--- config.mk ---
export PLATFORM = sky130hd
export DESIGN_NAME = noc_endpoint_loopback
export DESIGN_NICKNAME = d
export VERILOG_FILES = /design/src/rtl/noc_pkg.sv /design/src/rtl/noc_endpoint_loopback.sv /design/src/rtl/noc_flit_fifo.sv /design/src/rtl/noc_packet_packer.sv /design/src/rtl/noc_packet_unpacker.sv
export SDC_FILE = /design/constraint.sdc
export NUM_CORES = 1
export LEC_CHECK = 0
export BUFFER_PORTS_ARGS = -buffer_cell sky130_fd_sc_hd__buf_2
export CORE_ASPECT_RATIO = 0.8
export CORE_MARGIN = 5
export CORE_UTILIZATION = 49
export DETAILED_ROUTE_END_ITERATION = 10
export PLACE_DENSITY = 0.74
export SYNTH_ARGS = -nofsm -noshare
export SYNTH_HDL_FRONTEND = slang
export SYNTH_SLANG_ARGS = --single-unit
--- constraint.sdc ---
create_clock -name clk -period 2.4 [get_ports clk]
set_input_delay 0.48 -clock clk [delete_from_list [all_inputs] [get_ports clk]]
set_output_delay 0.48 -clock clk [all_outputs]
set_load 0.005 [all_outputs]
--- src/rtl/noc_pkg.sv ---
package noc_pkg;

  localparam int FLIT_DATA_WIDTH       = 36;
  localparam int DATA_WIDTH            = 32;
  localparam int BE_WIDTH              = 4;
  localparam int ID_WIDTH              = 4;
  localparam int TAG_WIDTH             = 4;
  localparam int ADDR_WIDTH            = 32;
  localparam int BURST_WIDTH           = 8;  // Zero encodes a single beat
  localparam int FIFO_DEPTH            = 4;
  localparam int REQUEST_HEADER_FLITS  = 2;
  localparam int RESPONSE_HEADER_FLITS = 1;

  // Unused upper bits that fill each word out to a full flit
  localparam int HEADER0_PAD_WIDTH =
    FLIT_DATA_WIDTH - 3 - 2 * ID_WIDTH - TAG_WIDTH - 2 - BURST_WIDTH;
  localparam int HEADER1_PAD_WIDTH = FLIT_DATA_WIDTH - ADDR_WIDTH;
  localparam int READ_PAD_WIDTH    = FLIT_DATA_WIDTH - DATA_WIDTH - 2;

  typedef enum logic [2:0] {
    read_request   = 3'b000,
    write_request  = 3'b001,
    read_response  = 3'b100,
    write_response = 3'b101
  } noc_packet_type_e;

  typedef enum logic {
    header_flit  = 1'b0,
    payload_flit = 1'b1
  } noc_flit_type_e;

  typedef enum logic [1:0] {
    okay   = 2'b00,
    exokay = 2'b01,
    slverr = 2'b10,
    decerr = 2'b11
  } noc_status_e;

  typedef struct packed {
    logic [HEADER0_PAD_WIDTH-1:0] reserved;
    noc_packet_type_e             packet_type;
    logic [ID_WIDTH-1:0]          destination_id;
    logic [ID_WIDTH-1:0]          source_id;
    logic [TAG_WIDTH-1:0]         tag;
    noc_status_e                  status;
    logic [BURST_WIDTH-1:0]       burst_length;
  } noc_header0_s;

  typedef struct packed {
    logic [HEADER1_PAD_WIDTH-1:0] reserved;
    logic [ADDR_WIDTH-1:0]        address;
  } noc_header1_s;

  typedef struct packed {
    logic [BE_WIDTH-1:0]   byte_enable;
    logic [DATA_WIDTH-1:0] data;
  } noc_write_payload_s;

  typedef struct packed {
    logic [READ_PAD_WIDTH-1:0] reserved;
    noc_status_e               status;
    logic [DATA_WIDTH-1:0]     data;
  } noc_read_payload_s;

  // One flit word, read by its position in the packet and the packet type
  typedef union packed {
    noc_header0_s       header0;
    noc_header1_s       header1;
    noc_write_payload_s write_payload;
    noc_read_payload_s  read_payload;
  } noc_flit_data_u;

  typedef struct packed {
    noc_flit_type_e flit_type;
    logic           head;
    logic           tail;
    noc_flit_data_u data;
  } noc_flit_s;

  function automatic logic noc_is_request(noc_packet_type_e packet_type);
    return (packet_type == read_request) || (packet_type == write_request);
  endfunction

  function automatic logic noc_has_payload(noc_packet_type_e packet_type);
    return (packet_type == write_request) || (packet_type == read_response);
  endfunction

  function automatic logic [1:0] noc_header_flits(noc_packet_type_e packet_type);
    return noc_is_request(packet_type) ? 2'(REQUEST_HEADER_FLITS) : 2'(RESPONSE_HEADER_FLITS);
  endfunction

endpackage

--- src/rtl/noc_endpoint_loopback.sv ---
`timescale 1ns/1ps

module noc_endpoint_loopback (
  input  logic                               clk,
  input  logic                               rst_n,
  input  logic                               in_header_valid,
  output logic                               in_header_ready,
  input  noc_pkg::noc_packet_type_e          in_packet_type,
  input  logic [noc_pkg::ID_WIDTH-1:0]       in_destination_id,
  input  logic [noc_pkg::ID_WIDTH-1:0]       in_source_id,
  input  logic [noc_pkg::TAG_WIDTH-1:0]      in_tag,
  input  logic [noc_pkg::BURST_WIDTH-1:0]    in_burst_length,
  input  logic [noc_pkg::ADDR_WIDTH-1:0]     in_address,
  input  noc_pkg::noc_status_e               in_header_status,
  input  logic                               in_payload_valid,
  output logic                               in_payload_ready,
  input  logic [noc_pkg::DATA_WIDTH-1:0]     in_data,
  input  logic [noc_pkg::BE_WIDTH-1:0]       in_byte_enable,
  input  noc_pkg::noc_status_e               in_payload_status,
  input  logic                               in_payload_last,
  output logic                               out_header_valid,
  input  logic                               out_header_ready,
  output noc_pkg::noc_packet_type_e          out_packet_type,
  output logic [noc_pkg::ID_WIDTH-1:0]       out_destination_id,
  output logic [noc_pkg::ID_WIDTH-1:0]       out_source_id,
  output logic [noc_pkg::TAG_WIDTH-1:0]      out_tag,
  output logic [noc_pkg::BURST_WIDTH-1:0]    out_burst_length,
  output logic [noc_pkg::ADDR_WIDTH-1:0]     out_address,
  output noc_pkg::noc_status_e               out_header_status,
  output logic                               out_payload_valid,
  input  logic                               out_payload_ready,
  output logic [noc_pkg::DATA_WIDTH-1:0]     out_data,
  output logic [noc_pkg::BE_WIDTH-1:0]       out_byte_enable,
  output noc_pkg::noc_status_e               out_payload_status,
  output logic                               out_payload_last
);

  logic               tx_flit_valid;
  logic               tx_flit_ready;
  noc_pkg::noc_flit_s tx_flit;
  logic               rx_flit_valid;  // Link buffer toward the far endpoint
  logic               rx_flit_ready;
  noc_pkg::noc_flit_s rx_flit;

  noc_packet_packer u_packer (
    .clk            (clk),
    .rst_n          (rst_n),
    .header_valid   (in_header_valid),
    .header_ready   (in_header_ready),
    .packet_type    (in_packet_type),
    .destination_id (in_destination_id),
    .source_id      (in_source_id),
    .tag            (in_tag),
    .burst_length   (in_burst_length),
    .address        (in_address),
    .header_status  (in_header_status),
    .payload_valid  (in_payload_valid),
    .payload_ready  (in_payload_ready),
    .data           (in_data),
    .byte_enable    (in_byte_enable),
    .payload_status (in_payload_status),
    .payload_last   (in_payload_last),
    .flit_valid     (tx_flit_valid),
    .flit_ready     (tx_flit_ready),
    .flit           (tx_flit)
  );

  noc_flit_fifo #(
    .DEPTH (noc_pkg::FIFO_DEPTH)
  ) u_link_fifo (
    .clk       (clk),
    .rst_n     (rst_n),
    .in_valid  (tx_flit_valid),
    .in_ready  (tx_flit_ready),
    .in_flit   (tx_flit),
    .out_valid (rx_flit_valid),
    .out_ready (rx_flit_ready),
    .out_flit  (rx_flit)
  );

  noc_packet_unpacker u_unpacker (
    .clk            (clk),
    .rst_n          (rst_n),
    .flit_valid     (rx_flit_valid),
    .flit_ready     (rx_flit_ready),
    .flit           (rx_flit),
    .header_valid   (out_header_valid),
    .header_ready   (out_header_ready),
    .packet_type    (out_packet_type),
    .destination_id (out_destination_id),
    .source_id      (out_source_id),
    .tag            (out_tag),
    .burst_length   (out_burst_length),
    .address        (out_address),
    .header_status  (out_header_status),
    .payload_valid  (out_payload_valid),
    .payload_ready  (out_payload_ready),
    .data           (out_data),
    .byte_enable    (out_byte_enable),
    .payload_status (out_payload_status),
    .payload_last   (out_payload_last)
  );

endmodule

--- src/rtl/noc_flit_fifo.sv ---
`timescale 1ns/1ps

module noc_flit_fifo #(
  parameter int DEPTH = noc_pkg::FIFO_DEPTH
) (
  input  logic               clk,
  input  logic               rst_n,
  input  logic               in_valid,
  output logic               in_ready,
  input  noc_pkg::noc_flit_s in_flit,
  output logic               out_valid,
  input  logic               out_ready,
  output noc_pkg::noc_flit_s out_flit
);

  noc_pkg::noc_flit_s         buffer [DEPTH];
  logic [$clog2(DEPTH)-1:0]   write_ptr;
  logic [$clog2(DEPTH)-1:0]   read_ptr;
  logic [$clog2(DEPTH+1)-1:0] count;
  logic                       push;
  logic                       pop;

  assign in_ready  = count != ($clog2(DEPTH+1))'(DEPTH);
  assign out_valid = count != '0;
  assign out_flit  = buffer[read_ptr];
  assign push      = in_valid && in_ready;
  assign pop       = out_valid && out_ready;

  always_ff @(posedge clk) begin
    if (push) begin
      buffer[write_ptr] <= in_flit;
    end
  end

  always_ff @(posedge clk or negedge rst_n) begin
    if (!rst_n) begin
      write_ptr <= '0;
      read_ptr  <= '0;
      count     <= '0;
    end else begin
      if (push) begin
        write_ptr <= (write_ptr == ($clog2(DEPTH))'(DEPTH - 1)) ? '0 : write_ptr + 1'b1;
      end
      if (pop) begin
        read_ptr <= (read_ptr == ($clog2(DEPTH))'(DEPTH - 1)) ? '0 : read_ptr + 1'b1;
      end
      if (push && !pop) begin
        count <= count + 1'b1;
      end else if (pop && !push) begin
        count <= count - 1'b1;
      end
    end
  end

  // Equal pointers mean empty or full, and the count must say which
  no_overflow_a: assert property (@(posedge clk) disable iff (!rst_n)
    push |-> (write_ptr != read_ptr) || (count == '0))
    else $error("Flit written into a full link buffer");

  no_underflow_a: assert property (@(posedge clk) disable iff (!rst_n)
    pop |-> (write_ptr != read_ptr) || (count == ($clog2(DEPTH+1))'(DEPTH)))
    else $error("Flit read from an empty link buffer");

endmodule

--- src/rtl/noc_packet_packer.sv ---
`timescale 1ns/1ps

module noc_packet_packer (
  input  logic                               clk,
  input  logic                               rst_n,
  input  logic                               header_valid,
  output logic                               header_ready,
  input  noc_pkg::noc_packet_type_e          packet_type,
  input  logic [noc_pkg::ID_WIDTH-1:0]       destination_id,
  input  logic [noc_pkg::ID_WIDTH-1:0]       source_id,
  input  logic [noc_pkg::TAG_WIDTH-1:0]      tag,
  input  logic [noc_pkg::BURST_WIDTH-1:0]    burst_length,
  input  logic [noc_pkg::ADDR_WIDTH-1:0]     address,
  input  noc_pkg::noc_status_e               header_status,
  input  logic                               payload_valid,
  output logic                               payload_ready,
  input  logic [noc_pkg::DATA_WIDTH-1:0]     data,
  input  logic [noc_pkg::BE_WIDTH-1:0]       byte_enable,
  input  noc_pkg::noc_status_e               payload_status,
  input  logic                               payload_last,
  output logic                               flit_valid,
  input  logic                               flit_ready,
  output noc_pkg::noc_flit_s                 flit
);

  logic                    payload_phase;  // Low while header flits are sent
  logic                    header_index;
  logic                    header_last;
  logic                    no_payload;
  logic                    write_packet;
  logic                    flit_ack;
  noc_pkg::noc_flit_data_u header_word;
  noc_pkg::noc_flit_data_u payload_word;

  assign no_payload  = !noc_pkg::noc_has_payload(packet_type);
  assign header_last = {1'b0, header_index} == noc_pkg::noc_header_flits(packet_type) - 2'd1;

  assign flit_valid    = payload_phase ? payload_valid : header_valid;
  assign flit_ack      = flit_valid && flit_ready;
  // The header is only released once its last word has gone out
  assign header_ready  = !payload_phase && flit_ready && header_last;
  assign payload_ready = payload_phase && flit_ready;

  always_comb begin
    header_word = '0;
    if (header_index) begin
      header_word.header1.address = address;
    end else begin
      header_word.header0.packet_type    = packet_type;
      header_word.header0.destination_id = destination_id;
      header_word.header0.source_id      = source_id;
      header_word.header0.tag            = tag;
      header_word.header0.status         = header_status;
      header_word.header0.burst_length   = burst_length;
    end
  end

  always_comb begin
    payload_word = '0;
    if (write_packet) begin
      payload_word.write_payload.data        = data;
      payload_word.write_payload.byte_enable = byte_enable;
    end else begin
      payload_word.read_payload.data   = data;
      payload_word.read_payload.status = payload_status;
    end
  end

  always_comb begin
    if (payload_phase) begin
      flit.flit_type = noc_pkg::payload_flit;
      flit.head      = 1'b0;
      flit.tail      = payload_last;
      flit.data      = payload_word;
    end else begin
      flit.flit_type = noc_pkg::header_flit;
      flit.head      = !header_index;
      flit.tail      = no_payload && header_last;  // Closes a packet with no payload
      flit.data      = header_word;
    end
  end

  always_ff @(posedge clk or negedge rst_n) begin
    if (!rst_n) begin
      payload_phase <= 1'b0;
      header_index  <= 1'b0;
      write_packet  <= 1'b0;
    end else if (flit_ack) begin
      if (payload_phase) begin
        if (payload_last) begin
          payload_phase <= 1'b0;
        end
      end else if (header_last) begin
        header_index  <= 1'b0;
        payload_phase <= !no_payload;
        // Header fields may change once released, so keep the payload kind
        write_packet  <= packet_type == noc_pkg::write_request;
      end else begin
        header_index <= 1'b1;
      end
    end
  end

  flit_hold_a: assert property (@(posedge clk) disable iff (!rst_n)
    flit_valid && !flit_ready |=> flit_valid && $stable(flit))
    else $error("Flit changed while stalled by the link");

endmodule

--- src/rtl/noc_packet_unpacker.sv ---
`timescale 1ns/1ps

module noc_packet_unpacker (
  input  logic                               clk,
  input  logic                               rst_n,
  input  logic                               flit_valid,
  output logic                               flit_ready,
  input  noc_pkg::noc_flit_s                 flit,
  output logic                               header_valid,
  input  logic                               header_ready,
  output noc_pkg::noc_packet_type_e          packet_type,
  output logic [noc_pkg::ID_WIDTH-1:0]       destination_id,
  output logic [noc_pkg::ID_WIDTH-1:0]       source_id,
  output logic [noc_pkg::TAG_WIDTH-1:0]      tag,
  output logic [noc_pkg::BURST_WIDTH-1:0]    burst_length,
  output logic [noc_pkg::ADDR_WIDTH-1:0]     address,
  output noc_pkg::noc_status_e               header_status,
  output logic                               payload_valid,
  input  logic                               payload_ready,
  output logic [noc_pkg::DATA_WIDTH-1:0]     data,
  output logic [noc_pkg::BE_WIDTH-1:0]       byte_enable,
  output noc_pkg::noc_status_e               payload_status,
  output logic                               payload_last
);

  noc_pkg::noc_header0_s     header0_reg;
  noc_pkg::noc_header1_s     header1_reg;
  noc_pkg::noc_packet_type_e incoming_type;
  logic                      header_index;
  logic                      header_tail;   // Tail seen on the last header flit
  logic                      payload_phase;
  logic                      collecting;
  logic                      header_done;

  assign collecting = !header_valid && !payload_phase;
  assign flit_ready = collecting || (payload_phase && payload_ready);

  // The first word names the packet type, later words rely on the stored one
  assign incoming_type = header_index ? header0_reg.packet_type : flit.data.header0.packet_type;
  assign header_done   = ({1'b0, header_index} == noc_pkg::noc_header_flits(incoming_type) - 2'd1)
                         || (flit.head && flit.tail);

  always_ff @(posedge clk) begin
    if (flit_valid && collecting) begin
      if (!header_index) begin
        header0_reg <= flit.data.header0;
        header1_reg <= '0;  // Responses carry no address
      end else begin
        header1_reg <= flit.data.header1;
      end
    end
  end

  always_ff @(posedge clk or negedge rst_n) begin
    if (!rst_n) begin
      header_valid  <= 1'b0;
      header_index  <= 1'b0;
      header_tail   <= 1'b0;
      payload_phase <= 1'b0;
    end else if (flit_valid && collecting) begin
      if (header_done) begin
        header_valid <= 1'b1;
        header_index <= 1'b0;
        header_tail  <= flit.tail;
      end else begin
        header_index <= 1'b1;
      end
    end else if (header_valid && header_ready) begin
      header_valid  <= 1'b0;
      payload_phase <= !header_tail;
    end else if (flit_valid && flit_ready && flit.tail) begin
      payload_phase <= 1'b0;
    end
  end

  assign packet_type    = header0_reg.packet_type;
  assign destination_id = header0_reg.destination_id;
  assign source_id      = header0_reg.source_id;
  assign tag            = header0_reg.tag;
  assign burst_length   = header0_reg.burst_length;
  assign header_status  = header0_reg.status;
  assign address        = header1_reg.address;

  assign payload_valid = payload_phase && flit_valid;
  assign payload_last  = flit.tail;

  assign data = flit.data.write_payload.data;  // Both payload kinds keep data in the low bits

  always_comb begin
    if (header0_reg.packet_type == noc_pkg::write_request) begin
      byte_enable    = flit.data.write_payload.byte_enable;
      payload_status = noc_pkg::okay;
    end else begin
      byte_enable    = '0;
      payload_status = flit.data.read_payload.status;
    end
  end

  header_first_a: assert property (@(posedge clk) disable iff (!rst_n)
    flit_valid && collecting |-> flit.flit_type == noc_pkg::header_flit)
    else $error("Payload flit arrived before its packet header");

endmodule

Yosys cells after proc, flatten, opt, wreduce, memory -nomap -nowiden
Memories as Yosys holds them, arrays and structs flattened.
Index checks and enable logic that the tools add are counted.
{"block": "word_totals", "ramBits": 156, "ff_bits": 71, "output_inout_bits": 100, "wordCells": 104, "in_bits": 102, "n_memories": 1}
{"name": "u_link_fifo.buffer", "depth": 4, "width": 39, "rd": 1, "rd_ports_with_merged_regs": 0, "wr": 1, "line": "noc_flit_fifo.sv:16", "text": "noc_pkg::noc_flit_s buffer [DEPTH];"}
{"block": "op_classes", "reduce_logical": 40, "mux": 27, "n_eq_ne": 10, "bitwise": 3, "addsub": 6}
{"op": "39-bit two-way mux", "count": 1}
{"op": "34-bit two-way mux", "count": 1}
{"op": "25-bit two-way mux", "count": 1}
{"op": "1-bit logical AND", "count": 15}
{"op": "1-bit two-way mux", "count": 13}
{"op": "2-bit two-way mux", "count": 6}
{"op": "2-bit AND reduction", "count": 5}
{"op": "3-bit by 1-bit == test with 1-bit output, second input constant", "count": 3}
{"op": "3-bit two-way mux", "count": 3}
{"op": "1-bit logical NOT", "count": 8}
{"op": "7-bit two-way mux", "count": 1}
{"op": "3-bit logical NOT", "count": 2}
{"op": "2-bit nonzero test", "count": 3}
{"op": "1-bit logical OR", "count": 5}
{"op": "2-bit by 1-bit adder with 2-bit output, second input constant", "count": 2}
{"op": "1-bit by 2-bit == test with 1-bit output", "count": 2}
{"op": "2-bit == test, second input constant", "count": 2}
{"op": "4-bit two-way mux", "count": 1}
{"op": "2-bit by 1-bit subtractor with 2-bit output, second input constant", "count": 2}
{"op": "3-bit by 1-bit adder with 3-bit output, second input constant", "count": 1}
{"op": "3-bit == test, second input constant", "count": 1}
{"op": "3-bit != test, second input constant", "count": 1}
{"op": "1-bit NOT", "count": 3}
{"op": "3-bit AND reduction", "count": 1}
{"op": "3 further kinds", "count": 3}

Logic depth before layout (Yosys ltp)
An unclocked memory read counts as a cell.
{"block": "logic_depth", "ltp_word": 10, "depth_mapped": 10, "depth_no_buf": 8}

By module
Synthesis repeated with hierarchy kept, for this count alone.
{"block": "unflattened", "cells_unflattened": 526, "hier_area_um2": 9377.7}
{"module": "noc_flit_fifo", "n_inst": 1, "cells_per_inst": 240, "area_per_inst_um2": 6053.3, "seq_area_each_um2": 4859.7}
{"module": "noc_packet_unpacker", "n_inst": 1, "cells_per_inst": 156, "area_per_inst_um2": 2434.8, "seq_area_each_um2": 1811.7}
{"module": "noc_packet_packer", "n_inst": 1, "cells_per_inst": 130, "area_per_inst_um2": 889.6, "seq_area_each_um2": 75.1}

Worst setup path after synthesis
OpenSTA, ideal clock, no wires.
{"block": "synth_path", "path_type": "register -> register", "startpoint": "reg u_packer.payload_phase", "endpoint": "mem u_link_fifo.buffer[3][0] (netlist bit) (enable)", "n_path_buf": 2, "period_less_slack_ps": 2481, "stages_incl_launch_ff": 6, "required_ps": 2001, "arrival_ps": 2082, "setup_ps": 399, "setup_slack_ps": -81, "cell_sequence": "dfrtp_1 -> clkbuf_1 -> nand2b_1 -> a21oi_1 -> clkbuf_1 -> and2_1"}
{"block": "synth_via", "elab_chain_cells": 4}
{"element": "from (decl)", "line": "noc_packet_packer.sv:26", "text": "logic payload_phase;"}
{"element": "from (signal assigned)", "line": "noc_packet_packer.sv:95", "text": "payload_phase <= !no_payload;"}
{"element": "1-bit two-way mux", "line": "noc_packet_packer.sv:38", "text": "assign flit_valid = payload_phase ? payload_valid : header_valid;"}
{"element": "1-bit logical AND", "line": "noc_flit_fifo.sv:26", "text": "assign push = in_valid && in_ready;"}
{"element": "named net u_link_fifo.push", "line": "noc_flit_fifo.sv:20", "text": "logic push;"}
{"element": "1-bit two-way mux", "line": "noc_flit_fifo.sv:30", "text": "if (push) begin"}
{"element": "1-bit two-way mux (not written as such)", "line": "noc_flit_fifo.sv:31", "text": "buffer[write_ptr] <= in_flit;"}
{"element": "to (decl)", "line": "noc_flit_fifo.sv:16"}
The timed path passes the listed nets, and every way through them passes these cells.

Worst setup path after layout
{"block": "layout_path", "startpoint": "reg u_link_fifo.read_ptr[0]", "endpoint": "out out_data[29] (netlist bit)"}
{"block": "layout_via", "elab_chain_cells": 1}
{"element": "from (decl)", "line": "noc_flit_fifo.sv:18", "text": "logic [$clog2(DEPTH)-1:0] read_ptr;"}
{"element": "from (signal assigned)", "line": "noc_flit_fifo.sv:45", "text": "read_ptr <= (read_ptr == ($clog2(DEPTH))'(DEPTH - 1)) ? '0 : read_ptr + 1'b1;"}
{"element": "memory 4 x 39 bit"}
{"element": "to (decl)", "line": "noc_endpoint_loopback.sv:32", "text": "output logic [noc_pkg::DATA_WIDTH-1:0] out_data,"}
No other way between the ends.

==> results.yml <==
drt:
  antenna_left: 0
  wl_per_cell_um: 19.9
  firstDrtPassIters: 5
  vias: 5273
  drc_errors: 0
  totalWireLength_mm: 19.4
  drt-initial-drc-count: 293
  avgViaCountPerCell: 5.42
synthesis:
  synth_seq_cells: 223
  ys_seq_area_share_pct: 73.6
  synth_edf_count: 209
  synth_top_area_share_pct: 69.7
  synth_cells: 505
  synth_fp_nets: 614
  synth.top_cells.by_count: "edfxtp_1, and2_1, mux4_2, mux2i_1, o21ai_0"
  postSynthAreaPerCell_um2: 17.8
  yosysTopAreaCell: "edfxtp_1"
  yosysWarnings: 0
  synth_flop_cell: "edfxtp_1"
  netlist-cell-type-count: 48
  synthMostInstantiatedCell: "edfxtp_1"
  async_reset_ff_share_pct: 6.28
  synthTopCellsByArea: "edfxtp_1, mux4_2, dfrtp_1, mux2i_1, and2_1"
  syn_area_um2: 9010
pwr:
  p_switching_mw: 5.08
  p_per_area_nw_per_um2: 1420
  p_clk_share_pct: 20.2
  p_leak_nw: 4.34
  p_total_mw: 16.0
  seq_power_share_pct: 43.1
  internal_power_mw: 10.9
  p_comb_share_pct: 36.8
  netSwitchingFraction_pct: 31.8
  ir_drop_mv: 0.744
floorplan:
  start_util_pct: 49.7
  fp.dieW_um: 162
  dieArea_um2: 21200
  die_y_um: 131
  ios: 202
  core-area_um2: 18100
  fp-row-count: 44
global_routing:
  grt_pass1_vias: 5633
  antenna_found_initial: 0
  grt_pass1_wl_mm: 30.2
  track_usage_pct: 17.9
  grt_max_degree: 69
  grt.overflow.total: 0
sta:
  worstMarginPinSlew_ns: 1.01
  worst_slack_ns: -0.0302
  slew-limit-headroom_pct: 32.6
  tns_ns: -0.0524
  rsz0062_at_grt: "yes"
  drv_slew: 0
  fmax_ghz: 0.411
  finalHoldViolCount: 0
  finClkSkew_ns: 0.0137
  period_needed_ns: 2.43
  finalSetupViolCount: 6
  post-route-period-util_pct: 101
setup_path:
  crit_arrival_ns: 1.95
  path_max_fanout: 6
  reg2reg_depth: 8
  cp_data_required_time_ns: 1.92
  rrSetupSlack_ns: 0.14
  reg2reg_from: "u_link_fifo.count[0]"
  worstReg2RegEnd: "u_link_fifo.count[2]"
  critPathLaunchType: "flop"
  worstSetupPathType: "flop to output pin"
  setup.worst_path.end_class: "output pin"
finish:
  num-nets-final: 835
  final_util_pct: 62.1
  n_antenna_cell: 0
  drive_above_1_share_pct: 42.7
  area_delta_synth_final_pct: 25.0
clock_network:
  cts_tree: "done"
  cts_sinks: 223
  htreeDepth: 1
  cts_buffer_depth: 3
  root_buffer: "clkbuf_16"
  path_clk_slew_ns: 0.06
  insertion_delay_ns: 0.49
  cts_made_buffers: 22
hold_path:
  hold_path_class: "primary input to flop"
  worstHoldPathCells: 2
  whs_endpoint: "u_unpacker.header_valid"
  hold_path.startpoint: "out_header_ready"
status:
  status: "finished with violations"
  violations: "setup timing"
run:
  max-cap-violations: 0
placed_design:
  io_buffers: 201
  dpl.hpwl_mm: 13.1
  gp_congestion: 0.755
## flip-flops by register name, indices dropped and copies added, names as in the netlist, 2 cells and up
name,count
u_link_fifo.buffer,152
u_link_fifo.count,3
u_link_fifo.read_ptr,2
u_link_fifo.write_ptr,2
u_unpacker.address,32
u_unpacker.burst_length,8
u_unpacker.destination_id,4
u_unpacker.header_status,2
u_unpacker.packet_type,3
u_unpacker.source_id,4
u_unpacker.tag,4
## final cells by class
class                      instances  area [µm²]
clock buffer                      25         583
clock inverter                    15         105
fill                            1279        6860
inverter                           9        33.8
multi-input combinational        243        2250
sequential                       223        6640
tap                              230         288
timing repair buffer             227        1360
## routing by layer
metal | track usage [%] | wire, µm | vias up | part of all wire, %
li1 | - | - | 2410 | -
met1 | 23.9 | 8200 | 2652 | 42
met2 | 30.1 | 9520 | 190 | 49
met3 | 4.76 | 1380 | 21 | 7.1
met4 | 3.51 | 273 | 0 | 1.4
met5 | 0 | 0 | - | 0
## cell families (layout without fill, tap and decap cells)
group / after synthesis / count (layout) / synth area share (%)
DFF: 223 / 223 / 73.6
and+or+nand+nor: 102 / 102 / 6.22
muxes: 70 / 70 / 12.8
AOI/OAI and AO/OA: 60 / 60 / 4.11
buffers and inverters: 39 / 276 / 1.82
adders and majority gates: 7 / 7 / 1.06
xor gates and xnor gates: 4 / 4 / 0.389
## cells in the final DEF, fill, tap and decap left out, types with 2 or more instances in the layout
master / n
or4_1: 2
edfxtp_1: 209
a21boi_1: 2
nor2b_1: 5
a22o_1: 8
dfrtp_2: 3
dfrtp_1: 9
xor2_1: 3
clkinv_2: 8
nand2_1: 30
and3_1: 4
buf_4: 16
inv_1: 8
o21ai_0: 31
a21oi_1: 6
and2_2: 4
clkbuf_16: 24
dfrtp_4: 2
nor3_1: 3
buf_2: 191
buf_6: 13
mux2i_1: 31
mux4_2: 36
nor2_1: 8
ha_1: 6
and2_1: 32
clkbuf_1: 2
and3_4: 2
clkinv_1: 6
buf_12: 5
mux2_2: 3
## stage by stage
stage	cells	hold WS (ns)	worst slack (ns)	cell area [µm²]
after floorplan	505	0.184	0.0496	9010
after global placement	922	0.400	0.131	10300
after detailed placement	922	0.401	0.0267	10300
after CTS	969	0.166	-0.0417	11100
after global routing	972	0.180	-0.0776	11300
final	972	0.186	-0.0302	11300
## power by group through the flow
stage | Sequential (mW) | Combinational, mW | Clock [mW]
floorplan | 6.78 | 3.22 | 0
global placement | 6.91 | 5.22 | 0
detailed placement | 7.01 | 5.45 | 0
CTS | 6.87 | 5.72 | 3.29
global route | 7.00 | 6.43 | 3.45
finish | 6.88 | 5.87 | 3.22
## worst max path at each step
stage                             from                         end  depth (start not counted)  slack [ns]
3_5_place_dp      u_link_fifo.count[0]        u_link_fifo.count[2]                          8        0.03
3_3_place_gp           in_header_valid   u_link_fifo.buffer[3][10]                          5        0.13
6_report       u_link_fifo.read_ptr[0]                out_data[29]                          4       -0.03
4_1_cts        u_link_fifo.read_ptr[0]                out_data[31]                          3       -0.04
2_1_floorplan     u_link_fifo.count[0]  u_unpacker.burst_length[0]                          3        0.05
5_1_grt        u_link_fifo.read_ptr[0]       out_payload_status[1]                          4       -0.08
## worst max-delay path: stages (launching register included)
cell       delay, ns
dfrtp_4         0.54
buf_4           0.17
clkbuf_16       0.15
mux4_2          0.46
buf_2           0.15
## repair_timing
action                                 CTS  global route
cloned                                   0             1
pin swaps                                3             0
hold buffers                             1             0
setup endpoints to repair               37            39
endpoints found under the hold margin   14             0
setup buffers                            6             2
gates resized for setup                  9            18
Power figures use the tool's default switching activity.
